`src/rtl/bmd_rq_macros.svh`:
```
// RQ write generator constants
`ifndef BMD_RQ_MACROS_SVH
`define BMD_RQ_MACROS_SVH

// --------------------------------------------------
// Stream geometry
// --------------------------------------------------
`define BMD_RQ_DATA_W          512
`define BMD_RQ_DW_PER_BEAT     16
`define BMD_RQ_PARITY_W        64  // One bit per data byte

// --------------------------------------------------
// Request header
// --------------------------------------------------
`define BMD_RQ_HDR_DW          4
`define BMD_RQ_HDR_PAYLOAD_DW  12  // Dwords left over in a header beat

// Memory write request type code
`define BMD_RQ_REQ_TYPE_MWR    1

`endif
```
`src/rtl/bmd_rq_pkg.sv`:
```
// RQ write generator types
`default_nettype none

`include "bmd_rq_macros.svh"

package bmd_rq_pkg;

   // --------------------------------------------------
   // Stream beat fields
   // --------------------------------------------------
   typedef logic [`BMD_RQ_DATA_W-1:0]      rq_data_t;
   typedef logic [`BMD_RQ_DW_PER_BEAT-1:0] rq_keep_t;    // One bit per dword
   typedef logic [3:0]                     rq_be_t;
   typedef logic [`BMD_RQ_PARITY_W-1:0]    rq_parity_t;

   // --------------------------------------------------
   // Command fields
   // --------------------------------------------------
   typedef logic [10:0] rq_len_t;      // 1 to 1024 dwords
   typedef logic [29:0] rq_dw_addr_t;  // Byte address bits 31..2
   typedef logic [15:0] rq_count_t;
   typedef logic [11:0] rq_dw_cnt_t;   // Dwords left in a write

   // Sequencer FSM
   typedef enum logic [1:0] {
      IDLE,
      SEND_HDR,
      SEND_DATA,
      WAIT_DONE
   } rq_seq_state_e;

endpackage

`default_nettype wire

```
`src/rtl/rq_beat_if.sv`:
```
// Beat descriptor link
`timescale 1ns/1ps
`default_nettype none

interface rq_beat_if;

   logic                    valid;
   logic                    ready;
   logic                    is_hdr;
   logic [4:0]              dw_cnt;      // Payload dwords, up to 16
   bmd_rq_pkg::rq_dw_addr_t addr;
   bmd_rq_pkg::rq_len_t     len;
   logic [31:0]             data;        // Fill pattern
   logic                    eop;         // Last beat of a write
   logic                    final_beat;  // Last beat of the command

   modport sequencer (
      output valid, is_hdr, dw_cnt, addr, len, data, eop, final_beat,
      input  ready
   );

   modport formatter (
      input  valid, is_hdr, dw_cnt, addr, len, data, eop, final_beat,
      output ready
   );

endinterface

`default_nettype wire

```
`src/rtl/bmd_rq_write.sv`:
```
// PCIe DMA memory write generator
`timescale 1ns/1ps
`default_nettype none

module bmd_rq_write #(
   parameter bit PARITY_EN = 1'b0
) (
   input  wire logic                    user_clk,
   input  wire logic                    arst_n_i,
   input  wire logic                    init_rst_i,

   // Requester request stream
   output wire bmd_rq_pkg::rq_data_t    s_axis_rq_tdata_o,
   output wire bmd_rq_pkg::rq_keep_t    s_axis_rq_tkeep_o,
   output wire logic                    s_axis_rq_tlast_o,
   output wire logic                    s_axis_rq_tvalid_o,
   output wire bmd_rq_pkg::rq_be_t      rq_first_be_o,
   output wire bmd_rq_pkg::rq_be_t      rq_last_be_o,
   output wire bmd_rq_pkg::rq_parity_t  rq_parity_o,
   input  wire logic                    s_axis_rq_tready_i,

   // Command
   input  wire logic                    mwr_start_i,
   input  wire bmd_rq_pkg::rq_len_t     mwr_len_i,
   input  wire bmd_rq_pkg::rq_dw_addr_t mwr_addr_i,
   input  wire logic [31:0]             mwr_data_i,
   input  wire bmd_rq_pkg::rq_count_t   mwr_count_i,
   output wire logic                    mwr_done_o
);

   rq_beat_if beat_if ();

   rq_write_sequencer rq_write_sequencer_i (
      .user_clk    (user_clk),
      .arst_n_i    (arst_n_i),
      .init_rst_i  (init_rst_i),
      .mwr_start_i (mwr_start_i),
      .mwr_len_i   (mwr_len_i),
      .mwr_addr_i  (mwr_addr_i),
      .mwr_data_i  (mwr_data_i),
      .mwr_count_i (mwr_count_i),
      .done_i      (mwr_done_o),   // Blocks restart until cleared
      .beat_o      (beat_if.sequencer)
   );

   rq_beat_formatter #(
      .PARITY_EN (PARITY_EN)
   ) rq_beat_formatter_i (
      .user_clk           (user_clk),
      .arst_n_i           (arst_n_i),
      .init_rst_i         (init_rst_i),
      .beat_i             (beat_if.formatter),
      .s_axis_rq_tready_i (s_axis_rq_tready_i),
      .s_axis_rq_tdata_o  (s_axis_rq_tdata_o),
      .s_axis_rq_tkeep_o  (s_axis_rq_tkeep_o),
      .s_axis_rq_tlast_o  (s_axis_rq_tlast_o),
      .s_axis_rq_tvalid_o (s_axis_rq_tvalid_o),
      .rq_first_be_o      (rq_first_be_o),
      .rq_last_be_o       (rq_last_be_o),
      .rq_parity_o        (rq_parity_o),
      .mwr_done_o         (mwr_done_o)
   );

endmodule

`default_nettype wire

```
`src/rtl/rq_beat_formatter.sv`:
```
// RQ stream beat formatter
`timescale 1ns/1ps
`default_nettype none

`include "bmd_rq_macros.svh"

module rq_beat_formatter #(
   parameter bit PARITY_EN = 1'b0
) (
   input  wire logic              user_clk,
   input  wire logic              arst_n_i,
   input  wire logic              init_rst_i,
   rq_beat_if.formatter           beat_i,
   input  wire logic              s_axis_rq_tready_i,
   output bmd_rq_pkg::rq_data_t   s_axis_rq_tdata_o,
   output bmd_rq_pkg::rq_keep_t   s_axis_rq_tkeep_o,
   output logic                   s_axis_rq_tlast_o,
   output logic                   s_axis_rq_tvalid_o,
   output bmd_rq_pkg::rq_be_t     rq_first_be_o,
   output bmd_rq_pkg::rq_be_t     rq_last_be_o,
   output bmd_rq_pkg::rq_parity_t rq_parity_o,
   output logic                   mwr_done_o
);

   localparam int DW_N = `BMD_RQ_DW_PER_BEAT;

   logic                   load;
   logic                   final_q;   // Beat in the output register ends the command
   logic [4:0]             pl_lo;     // First payload dword
   logic [4:0]             pl_hi;     // One past the last payload dword
   bmd_rq_pkg::rq_data_t   data_d;
   bmd_rq_pkg::rq_keep_t   keep_d;
   bmd_rq_pkg::rq_be_t     first_be_d;
   bmd_rq_pkg::rq_be_t     last_be_d;
   bmd_rq_pkg::rq_parity_t par_d;

   assign beat_i.ready = !s_axis_rq_tvalid_o || s_axis_rq_tready_i;
   assign load         = beat_i.valid && beat_i.ready;

   // --------------------------------------------------
   // Beat assembly
   // --------------------------------------------------
   always_comb begin
      pl_lo  = beat_i.is_hdr ? 5'(`BMD_RQ_HDR_DW) : 5'd0;
      pl_hi  = pl_lo + beat_i.dw_cnt;
      data_d = '0;
      keep_d = '0;
      for (int i = 0; i < DW_N; i++) begin
         keep_d[i] = (i < pl_hi);
         if ((i >= pl_lo) && (i < pl_hi)) begin
            data_d[32*i +: 32] = beat_i.data;
         end
      end
      // Request header in dwords 0 to 3
      if (beat_i.is_hdr) begin
         data_d[63:2]  = {32'd0, beat_i.addr};            // Address type stays 0
         data_d[74:64] = beat_i.len;                      // Dword count
         data_d[78:75] = 4'(`BMD_RQ_REQ_TYPE_MWR);
      end
   end

   assign first_be_d = beat_i.is_hdr ? 4'hF : 4'h0;
   assign last_be_d  = (beat_i.is_hdr && (beat_i.len != 11'd1)) ? 4'hF : 4'h0;  // Single dword

   // Odd parity per byte
   for (genvar b = 0; b < `BMD_RQ_PARITY_W; b++) begin : g_parity
      assign par_d[b] = PARITY_EN ? ~(^data_d[8*b +: 8]) : 1'b0;
   end

   // --------------------------------------------------
   // Output register
   // --------------------------------------------------
   always_ff @(posedge user_clk or negedge arst_n_i) begin
      if (!arst_n_i) begin
         s_axis_rq_tvalid_o <= 1'b0;
         s_axis_rq_tlast_o  <= 1'b0;
         final_q            <= 1'b0;
         mwr_done_o         <= 1'b0;
      end else if (init_rst_i) begin
         s_axis_rq_tvalid_o <= 1'b0;
         s_axis_rq_tlast_o  <= 1'b0;
         final_q            <= 1'b0;
         mwr_done_o         <= 1'b0;
      end else begin
         if (load) begin
            s_axis_rq_tvalid_o <= 1'b1;
            s_axis_rq_tlast_o  <= beat_i.eop;
            final_q            <= beat_i.final_beat;
         end else if (s_axis_rq_tready_i) begin
            s_axis_rq_tvalid_o <= 1'b0;
         end
         if (s_axis_rq_tvalid_o && s_axis_rq_tready_i && final_q) begin
            mwr_done_o <= 1'b1;  // Sticky
         end
      end
   end

   always_ff @(posedge user_clk) begin
      if (load) begin
         s_axis_rq_tdata_o <= data_d;
         s_axis_rq_tkeep_o <= keep_d;
         rq_first_be_o     <= first_be_d;
         rq_last_be_o      <= last_be_d;
         rq_parity_o       <= par_d;
      end
   end

   a_out_stable: assert property (
      @(posedge user_clk) disable iff (!arst_n_i || init_rst_i)
      s_axis_rq_tvalid_o && !s_axis_rq_tready_i |=> s_axis_rq_tvalid_o &&
         $stable({s_axis_rq_tdata_o, s_axis_rq_tkeep_o, s_axis_rq_tlast_o,
                  rq_first_be_o, rq_last_be_o, rq_parity_o}));

   // No holes in keep
   a_keep_run: assert property (
      @(posedge user_clk) disable iff (!arst_n_i || init_rst_i)
      s_axis_rq_tvalid_o |-> (s_axis_rq_tkeep_o != '0) &&
         ((s_axis_rq_tkeep_o & bmd_rq_pkg::rq_keep_t'(s_axis_rq_tkeep_o + 1'b1)) == '0));

endmodule

`default_nettype wire

```
`src/rtl/rq_write_sequencer.sv`:
```
// Memory write beat sequencer
`timescale 1ns/1ps
`default_nettype none

`include "bmd_rq_macros.svh"

module rq_write_sequencer (
   input  wire logic                    user_clk,
   input  wire logic                    arst_n_i,
   input  wire logic                    init_rst_i,
   input  wire logic                    mwr_start_i,
   input  wire bmd_rq_pkg::rq_len_t     mwr_len_i,
   input  wire bmd_rq_pkg::rq_dw_addr_t mwr_addr_i,
   input  wire logic [31:0]             mwr_data_i,
   input  wire bmd_rq_pkg::rq_count_t   mwr_count_i,
   input  wire logic                    done_i,
   rq_beat_if.sequencer                 beat_o
);

   bmd_rq_pkg::rq_seq_state_e state_q;
   bmd_rq_pkg::rq_count_t     count_q;
   bmd_rq_pkg::rq_count_t     w_idx_q;   // Write in progress
   bmd_rq_pkg::rq_dw_cnt_t    dw_rem_q;  // Not yet put in a descriptor

   // Latched command
   bmd_rq_pkg::rq_len_t       len_q;
   bmd_rq_pkg::rq_dw_addr_t   base_q;
   logic [31:0]               data_q;

   // Descriptor register
   logic                      valid_q;
   logic                      is_hdr_q;
   logic [4:0]                dw_cnt_q;
   bmd_rq_pkg::rq_dw_addr_t   addr_q;
   logic                      eop_q;
   logic                      final_q;

   logic                      start_ok;
   logic                      xfer;
   logic                      nxt_beat;
   logic                      load_hdr;
   logic                      load_data;
   logic                      last_wr;
   bmd_rq_pkg::rq_count_t     w_idx_nxt;
   bmd_rq_pkg::rq_len_t       h_len;
   bmd_rq_pkg::rq_dw_addr_t   h_addr;
   logic                      h_last;
   logic [4:0]                h_take;
   logic [4:0]                d_take;
   bmd_rq_pkg::rq_dw_cnt_t    h_rem;
   bmd_rq_pkg::rq_dw_cnt_t    d_rem;

   function automatic logic [4:0] take_dw(bmd_rq_pkg::rq_dw_cnt_t rem, int unsigned lim);
      if (rem > lim) begin
         return 5'(lim);
      end
      return 5'(rem);
   endfunction

   assign start_ok  = (state_q == bmd_rq_pkg::IDLE) && mwr_start_i &&
                      (mwr_count_i != '0) && !done_i;
   assign xfer      = valid_q && beat_o.ready;
   assign nxt_beat  = xfer && !final_q;
   assign load_hdr  = start_ok || (nxt_beat && (dw_rem_q == '0));
   assign load_data = nxt_beat && (dw_rem_q != '0);
   assign w_idx_nxt = w_idx_q + 1'b1;
   assign last_wr   = (w_idx_q == count_q - 1'b1);

   // --------------------------------------------------
   // Next header and data beat sizing
   // --------------------------------------------------
   always_comb begin
      if (state_q == bmd_rq_pkg::IDLE) begin  // First write straight from the command
         h_len  = mwr_len_i;
         h_addr = mwr_addr_i;
         h_last = (mwr_count_i == 16'd1);
      end else begin
         h_len  = len_q;
         h_addr = base_q + bmd_rq_pkg::rq_dw_addr_t'(len_q) *
                           bmd_rq_pkg::rq_dw_addr_t'(w_idx_nxt);
         h_last = (w_idx_nxt == count_q - 1'b1);
      end
      h_take = take_dw(bmd_rq_pkg::rq_dw_cnt_t'(h_len), `BMD_RQ_HDR_PAYLOAD_DW);
      h_rem  = bmd_rq_pkg::rq_dw_cnt_t'(h_len) - h_take;
      d_take = take_dw(dw_rem_q, `BMD_RQ_DW_PER_BEAT);
      d_rem  = dw_rem_q - d_take;
   end

   // --------------------------------------------------
   // FSM and counters
   // --------------------------------------------------
   always_ff @(posedge user_clk or negedge arst_n_i) begin
      if (!arst_n_i) begin
         state_q  <= bmd_rq_pkg::IDLE;
         valid_q  <= 1'b0;
         count_q  <= '0;
         w_idx_q  <= '0;
         dw_rem_q <= '0;
      end else if (init_rst_i) begin
         state_q  <= bmd_rq_pkg::IDLE;
         valid_q  <= 1'b0;
         count_q  <= '0;
         w_idx_q  <= '0;
         dw_rem_q <= '0;
      end else begin
         case (state_q)
            bmd_rq_pkg::IDLE: begin
               if (start_ok) begin
                  state_q  <= bmd_rq_pkg::SEND_HDR;
                  valid_q  <= 1'b1;
                  count_q  <= mwr_count_i;
                  w_idx_q  <= '0;
                  dw_rem_q <= h_rem;
               end
            end
            bmd_rq_pkg::SEND_HDR, bmd_rq_pkg::SEND_DATA: begin
               if (xfer && final_q) begin  // Command fully handed over
                  state_q <= bmd_rq_pkg::WAIT_DONE;
                  valid_q <= 1'b0;
               end else if (load_data) begin
                  state_q  <= bmd_rq_pkg::SEND_DATA;
                  dw_rem_q <= d_rem;
               end else if (load_hdr) begin
                  state_q  <= bmd_rq_pkg::SEND_HDR;
                  w_idx_q  <= w_idx_nxt;
                  dw_rem_q <= h_rem;
               end
            end
            bmd_rq_pkg::WAIT_DONE: begin
               if (done_i) state_q <= bmd_rq_pkg::IDLE;
            end
            default: state_q <= bmd_rq_pkg::IDLE;
         endcase
      end
   end

   // Command latch and descriptor payload
   always_ff @(posedge user_clk) begin
      if (start_ok) begin
         len_q  <= mwr_len_i;
         base_q <= mwr_addr_i;
         data_q <= mwr_data_i;
      end
      if (load_hdr) begin
         is_hdr_q <= 1'b1;
         dw_cnt_q <= h_take;
         addr_q   <= h_addr;
         eop_q    <= (h_rem == '0);
         final_q  <= (h_rem == '0) && h_last;
      end else if (load_data) begin
         is_hdr_q <= 1'b0;
         dw_cnt_q <= d_take;
         eop_q    <= (d_rem == '0);
         final_q  <= (d_rem == '0) && last_wr;
      end
   end

   assign beat_o.valid      = valid_q;
   assign beat_o.is_hdr     = is_hdr_q;
   assign beat_o.dw_cnt     = dw_cnt_q;
   assign beat_o.addr       = addr_q;
   assign beat_o.len        = len_q;
   assign beat_o.data       = data_q;
   assign beat_o.eop        = eop_q;
   assign beat_o.final_beat = final_q;

   // Descriptor held until the formatter takes it
   a_desc_stable: assert property (
      @(posedge user_clk) disable iff (!arst_n_i || init_rst_i)
      beat_o.valid && !beat_o.ready |=> beat_o.valid &&
         $stable({beat_o.is_hdr, beat_o.dw_cnt, beat_o.addr, beat_o.len,
                  beat_o.data, beat_o.eop, beat_o.final_beat}));

endmodule

`default_nettype wire

```
`config.mk`:
```
export PLATFORM = sky130hd
export DESIGN_NAME = bmd_rq_write
export DESIGN_NICKNAME = d
export VERILOG_FILES = /design/src/rtl/bmd_rq_pkg.sv /design/src/rtl/rq_beat_if.sv /design/src/rtl/bmd_rq_write.sv /design/src/rtl/rq_beat_formatter.sv /design/src/rtl/rq_write_sequencer.sv
export VERILOG_INCLUDE_DIRS = /design/src /design/src/rtl
export SDC_FILE = /design/constraint.sdc
export NUM_CORES = 1
export LEC_CHECK = 0
export BUFFER_PORTS_ARGS = -buffer_cell sky130_fd_sc_hd__buf_2
export CORE_AREA = 5 5 298 359
export DETAILED_ROUTE_END_ITERATION = 12
export DIE_AREA = 0 0 303 364
export HOLD_SLACK_MARGIN = 0.12
export SLEW_MARGIN = 20
export SYNTH_ARGS = -nofsm -noshare
export SYNTH_HDL_FRONTEND = slang
export SYNTH_SLANG_ARGS = --single-unit
```
`constraint.sdc`:
```
create_clock -name user_clk -period 12.7 [get_ports user_clk]
set_input_delay 1.27 -clock user_clk [delete_from_list [all_inputs] [get_ports user_clk]]
set_output_delay 1.27 -clock user_clk [all_outputs]
set_load 0.02 [all_outputs]
```
Word level (Yosys, flattened, before mapping):

Cells that the tools add are included.

* register bits after elaboration: 698
* input port bits: 94

* order comparisons: 34
* equality and inequality tests: 15
* multiplexer cells: 57
* reductions and logical operators: 55
* bitwise logic cells: 2
* add/sub/neg operators: 6
* multiply operators: 1

Operators with widths (number)
* 16-bit two-way mux: 8
* 73-bit two-way mux: 1
* 12-bit two-way mux: 6
* 32-bit two-way mux: 2
* 4-bit by 5-bit >= comparator with 1-bit output (first input constant): 8
* 4-bit by 5-bit less-than comparator with 1-bit output (first input constant): 8
* 12-bit zero test: 3
* 16-bit == test: 2
* 16-bit case mux with 2 select lines: 1
* 30-bit by 27-bit adder with 30-bit output: 1
* 30-bit two-way mux: 1
* 5-bit two-way mux: 6
* 1-bit logical AND: 29
* 11-bit by 16-bit multiplier with 27-bit output: 1
* 12-bit case mux with 2 select lines: 1
* 3-bit by 5-bit >= comparator with 1-bit output (first input constant): 4
* 3-bit by 5-bit less-than comparator with 1-bit output (first input constant): 4
* 1-bit two-way mux: 19
* 16-bit by 1-bit adder with 16-bit output (second input constant): 1
* 16-bit by 1-bit == test with 1-bit output (second input constant): 1
* 16-bit nonzero test: 1
* 16-bit by 1-bit subtractor with 16-bit output (second input constant): 1
* 12-bit by 5-bit > comparator with 1-bit output (second input constant): 1
* 2-bit two-way mux: 6
* 32 further kinds: 54

Depth between registers and ports, before layout:

* depth in word-level cells: 11
* gate-level depth with buffers: 27

Cells and area by module:

A second synthesis with hierarchy kept.

* cell total of the unflattened synthesis: 2821
* area total of the unflattened synthesis: 34461.8 sq um

Modules (own cells, without submodules)
* rq_beat_formatter: instances 1, cells each 1342, area each 20256.9 sq um, sequential area each 16015.4 sq um
* rq_write_sequencer: instances 1, cells each 1479, area each 14204.9 sq um, sequential area each 4499.3 sq um

Worst setup path before layout:

OpenSTA, ideal clock, no wires.

* kind: input port to flip-flop
* start point: input s_axis_rq_tready_i
* end point: register rq_write_sequencer_i.dw_rem_q[3]
* path slack: -1.451 ns
* data arrival time: 14.030 ns
* library setup time: 0.122 ns
* stages on the path: 9
* required time: 12.578 ns
* path through: nand2b_1 nand2_1 inv_1 a31oi_1 a21oi_1 or2_2 clkbuf_1 nor2_1 a32o_1

* longest elaborated chain between the ends: 8
* elaborated cells between the ends (all ways): 14
* those cells by class: eq/ne (2); mux (4); reduce/logical (8)

RTL lines
* start, declared: line bmd_rq_write.sv:20 `input wire logic s_axis_rq_tready_i,`
* 1-bit logical OR (*): line rq_beat_formatter.sv:37 `assign beat_i.ready = !s_axis_rq_tvalid_o || s_axis_rq_tready_i;`
* 1-bit logical AND (*)
* net rq_beat_formatter_i.load: line rq_beat_formatter.sv:27 `logic load;`
* 1-bit logical AND: line rq_write_sequencer.sv:63 `assign nxt_beat = xfer && !final_q;`
* 1-bit logical AND: line rq_write_sequencer.sv:65 `assign load_data = nxt_beat && (dw_rem_q != '0);`
* 12-bit two-way mux: line rq_write_sequencer.sv:120 `end else if (load_data) begin`
* 12-bit two-way mux: line rq_write_sequencer.sv:117 `if (xfer && final_q) begin`
* 12-bit case mux with 2 select lines: line rq_write_sequencer.sv:106 `case (state_q)`
* 12-bit two-way mux: line rq_write_sequencer.sv:99 `end else if (init_rst_i) begin`
* end signal, assigned: line rq_write_sequencer.sv:113 `dw_rem_q <= h_rem;`
* end signal, assigned: line rq_write_sequencer.sv:122 `dw_rem_q <= d_rem;`
* end signal, assigned: line rq_write_sequencer.sv:126 `dw_rem_q <= h_rem;`
* end, declared: line rq_write_sequencer.sv:23 `bmd_rq_pkg::rq_dw_cnt_t dw_rem_q;`

The timed path passes the listed nets; every way through them passes the cells marked *. The select of a mux whose other input is x is not followed.
A chain may end at the register's enable or synchronous reset.

Worst setup path in the final report:

* start point: register rq_write_sequencer_i.w_idx_q[0]
* end point: register rq_write_sequencer_i.addr_q[29] (netlist: rq_write_sequencer_i.beat_o.addr[29]) (data pin)

* longest elaborated chain between the ends: 4

RTL lines
* start, declared: line rq_write_sequencer.sv:22 `bmd_rq_pkg::rq_count_t w_idx_q;`
* start signal, assigned: line rq_write_sequencer.sv:125 `w_idx_q <= w_idx_nxt;`
* 16-bit by 1-bit adder with 16-bit output: line rq_write_sequencer.sv:66 `assign w_idx_nxt = w_idx_q + 1'b1;`
* 11-bit by 16-bit multiplier with 27-bit output: line rq_write_sequencer.sv:79 `h_addr = base_q + bmd_rq_pkg::rq_dw_addr_t'(len_q) *`
* 30-bit by 27-bit adder with 30-bit output: line rq_write_sequencer.sv:79
* 30-bit two-way mux: line rq_write_sequencer.sv:73 `if (state_q == bmd_rq_pkg::IDLE) begin`
* net rq_write_sequencer_i.h_addr[29]: line rq_write_sequencer.sv:46 `bmd_rq_pkg::rq_dw_addr_t h_addr;`
* end signal, assigned: line rq_write_sequencer.sv:147 `addr_q <= h_addr;`
* end, declared: line rq_write_sequencer.sv:34 `bmd_rq_pkg::rq_dw_addr_t addr_q;`

The timed path passes the listed nets, and every way through them passes these cells.

==> out/qor.csv <==
metric;value;unit
status;finished clean;
start_util;33.8;%
dpl.hpwl;77200;microns
fin_crit_sh;62.8;%
ys.warnings.count;0;
drive_gt1_share;24.3;%
fin_hold_ws;0.508;ns
drtPass1Iterations;5;
cts_num_sinks;692;
p_leak;17.4;nW
p_seq_share;37.0;%
cts_inserted_buffers;75;
ys_types;76;
synth.top_cell.area_share;55.4;%
ctsRootBufferMaster;clkbuf_16;
cp_slowest_cell;xnor2_1;
max_slew_margin;25.4;%
clk_path_buf_depth;3;
clock_skew;0.0335;ns
arrival;8.45;ns
portBuffers;632;
clk_pin_slew;0.06;ns
max_stage_delay;0.94;ns
pin_count;697;
drc_errors;0;
final_cell_area;41800;sq um
place_ws;4.78;ns
yosysSeqAreaShare;59.1;%
rsz0062_at_grt;no;
synthCells;2784;
cp.required;13.19;ns
die_y;364;microns
setup_ws;4.73;ns
cts_hold_buf;0;
p_sw_share;41.4;%
synth-edff-count;640;
viasPerCell;4.71;
place_area;39100;sq um
antenna_found_initial;16;
maxCapViolCount;0;
critPathCaptureType;flip-flop;
async_flop_share;7.37;%
grt_usage;18.8;%
h-tree-depth;3;
ys_ff_latch;692;
finalWirelength;107000;microns
route.detailed.wl_per_inst;22.3;microns
p_per_area;264;nW/um^2
slew_violations;0;
max_freq;0.125;GHz
p_int;6.47;mW
syn_to_final_growth;20.3;%
die_w;303;microns
path_buf_inv;3;
tightest_slew;1.11;ns
design_power_total;11.0;mW
setup_violations;0;
core_area;103000;sq um
place.gp.congestion;0.876;
p_comb_share;41.9;%
cp_cell_sequence;ha_1 > and4_1 > nand4_1 > xnor2_1 > nand2_1 > fa_1 > fa_1 > inv_1 > fa_1 > fa_1 > inv_1 > fa_1 > inv_1 > ha_1 > a21o_1 > a21o_1 > a2111oi_1 > a21oi_1 > o211ai_1 > a31oi_1 > a22o_1 > or3_1 > nand3_1;
row_count;129;
p_sw;4.56;mW
grt_max_degree;171;
vias;22700;
cts_tree;done;
setup_tns;0;ns
grt_pass1_vias;22600;
clkPwrFrac;21.1;%
peakVddDrop;0.287;mV
drtIter0Drc;1768;
ctsResizeCount;0;
die-area;110000;sq um
synth_largest_area_cell;edfxtp_1;
synthTopCellsByArea;edfxtp_1, fa_1, and2_1;
n_fill_cell;9695;
gr-total-overflow;0;
clk_latency;0.65;ns
crit_family;adder cells;
cp-start-kind;flip-flop;
min_period;7.97;ns
synth_ff_type;edfxtp_1;
worst_path_most_repeated_cell;fa_1;
crit_type;reg -> reg;
report.final.hold_viol_count;0;
synth.most_common_cell;edfxtp_1;
postCtsSetupBuffers;0;
grt_first_pass_wirelength;154000;microns
ant_nets;0;
min_path_type;reg -> reg;
syn_area;34700;sq um
synth_common_cells;edfxtp_1, and2_1, nand2_1;
nNetsFinal;3687;
syn-mean-instance-area;12.5;sq um
cp_max_fo;16;
-- through the flow --
| step | std cells | util [%] |
|---|---|---|
| floorplan | 2848 | - |
| global placement | 4664 | 38.1 |
| detailed placement | 4664 | 38.1 |
| CTS | 4801 | 40.6 |
| global route | 4806 | 40.7 |
| finish | 4813 | 40.7 |
-- power by group through the flow --
| stage | clock, mW | sequential [mW] | combinational (mW) |
|---|---|---|---|
| finish | 2.33 | 4.08 | 4.62 |
| global route | 2.48 | 4.14 | 5.05 |
| CTS | 2.38 | 4.09 | 4.69 |
| detailed placement | 0 | 4.13 | 4.67 |
| global placement | 0 | 4.13 | 4.63 |
| floorplan | 0 | 4.86 | 2.30 |
-- routing by layer --
layer  GRT usage, %  part of all wire, %  up-vias
met4           7.12                  3.8        6
li1               -                    -    10400
met2           33.1                   51      913
met1           22.4                   37    11200
met5              0                0.032        -
met3           4.13                  8.3      203
-- sequential cells by signal, indices dropped and copies added, names as in the netlist --
register                                count
rq_beat_formatter_i.s_axis_rq_tdata_o     512
rq_write_sequencer_i.beat_o.is_hdr          1
rq_write_sequencer_i.beat_o.eop             1
rq_write_sequencer_i.dw_rem_q              12
rq_beat_formatter_i.s_axis_rq_tlast_o       1
rq_write_sequencer_i.beat_o.addr           30
rq_write_sequencer_i.beat_o.len            11
rq_beat_formatter_i.final_q                 1
rq_beat_formatter_i.rq_last_be_o            1
rq_write_sequencer_i.w_idx_q               16
rq_write_sequencer_i.beat_o.dw_cnt          5
rq_write_sequencer_i.state_q                2
rq_write_sequencer_i.beat_o.final_beat      1
rq_beat_formatter_i.mwr_done_o              1
rq_beat_formatter_i.s_axis_rq_tkeep_o      16
rq_write_sequencer_i.base_q                30
rq_write_sequencer_i.beat_o.valid           1
rq_write_sequencer_i.count_q               16
rq_beat_formatter_i.rq_first_be_o           1
rq_write_sequencer_i.beat_o.data           32
rq_beat_formatter_i.s_axis_rq_tvalid_o      1
-- logic make-up (layout without fill, tap and decap cells) --
group,count (synthesis),count (layout),synth area share (%)
compound gates,264,264,4.67
xor+xnor,91,91,2.30
fa+ha+maj,227,227,11.5
buf+inv,474,1052,6.01
flops,692,692,59.1
mux,16,16,0.490
other cells,2,78,0.0216
simple gates,1018,1018,16.0
-- final timing paths --
kind / from / to / slack [ns] / cells past startpoint
worst max-delay path: rq_write_sequencer_i.w_idx_q[0]$_DFFE_PN0P_ / rq_write_sequencer_i.beat_o.addr[29]$_DFFE_PN_ / 4.73 / 23
worst min-delay path: rq_write_sequencer_i.beat_o.addr[1]$_DFFE_PN_ / rq_beat_formatter_i.s_axis_rq_tdata_o[3]$_DFFE_PP_ / 0.51 / 2
worst max register to register: rq_write_sequencer_i.w_idx_q[0]$_DFFE_PN0P_ / rq_write_sequencer_i.beat_o.addr[29]$_DFFE_PN_ / 4.73 / 23
worst min register to register: rq_write_sequencer_i.beat_o.addr[1]$_DFFE_PN_ / rq_beat_formatter_i.s_axis_rq_tdata_o[3]$_DFFE_PP_ / 0.51 / 2
max in group asynchronous: arst_n_i / rq_write_sequencer_i.w_idx_q[7]$_DFFE_PN0P_ / 11.45 / 2
min in group asynchronous: arst_n_i / rq_beat_formatter_i.s_axis_rq_tvalid_o$_DFFE_PN0P_ / 0.76 / 2
-- worst min-delay path: stages, from the launching register on --
cell and delay [ns]:
edfxtp_1 0.31, nand2_1 0.05, o21ai_0 0.06
-- area by class of cell --
type | instances | area, sq um | share of cell area (%)
repair buffers | 674 | 3510 | 8.40
well taps | 1375 | 1720 | 4.12
clock buffers | 85 | 1940 | 4.63
diodes | 12 | 30.0 | 0.0719
multi-input cells | 1682 | 12500 | 29.8
flip-flops and latches | 692 | 20500 | 49.1
inverters | 241 | 911 | 2.18
clock inverters | 52 | 682 | 1.63
-- placed cells by master, fill, tap and decap left out, drive strengths merged, types with 13 or more instances in the layout --
cell type,instances
and2,334
clkbuf,85
conb,66
and3,37
a21oi,66
xor2,43
nor2b,182
nand2,291
clkinv,33
nor4,21
fa,152
inv,244
nand3,16
o21ai,103
buf,674
edfxtp,640
a22o,14
xnor2,48
a21o,13
ha,75
dfrtp,51
nand2b,15
nor3,21
nor2,65
No activity file was read; power rests on OpenSTA's default activity.
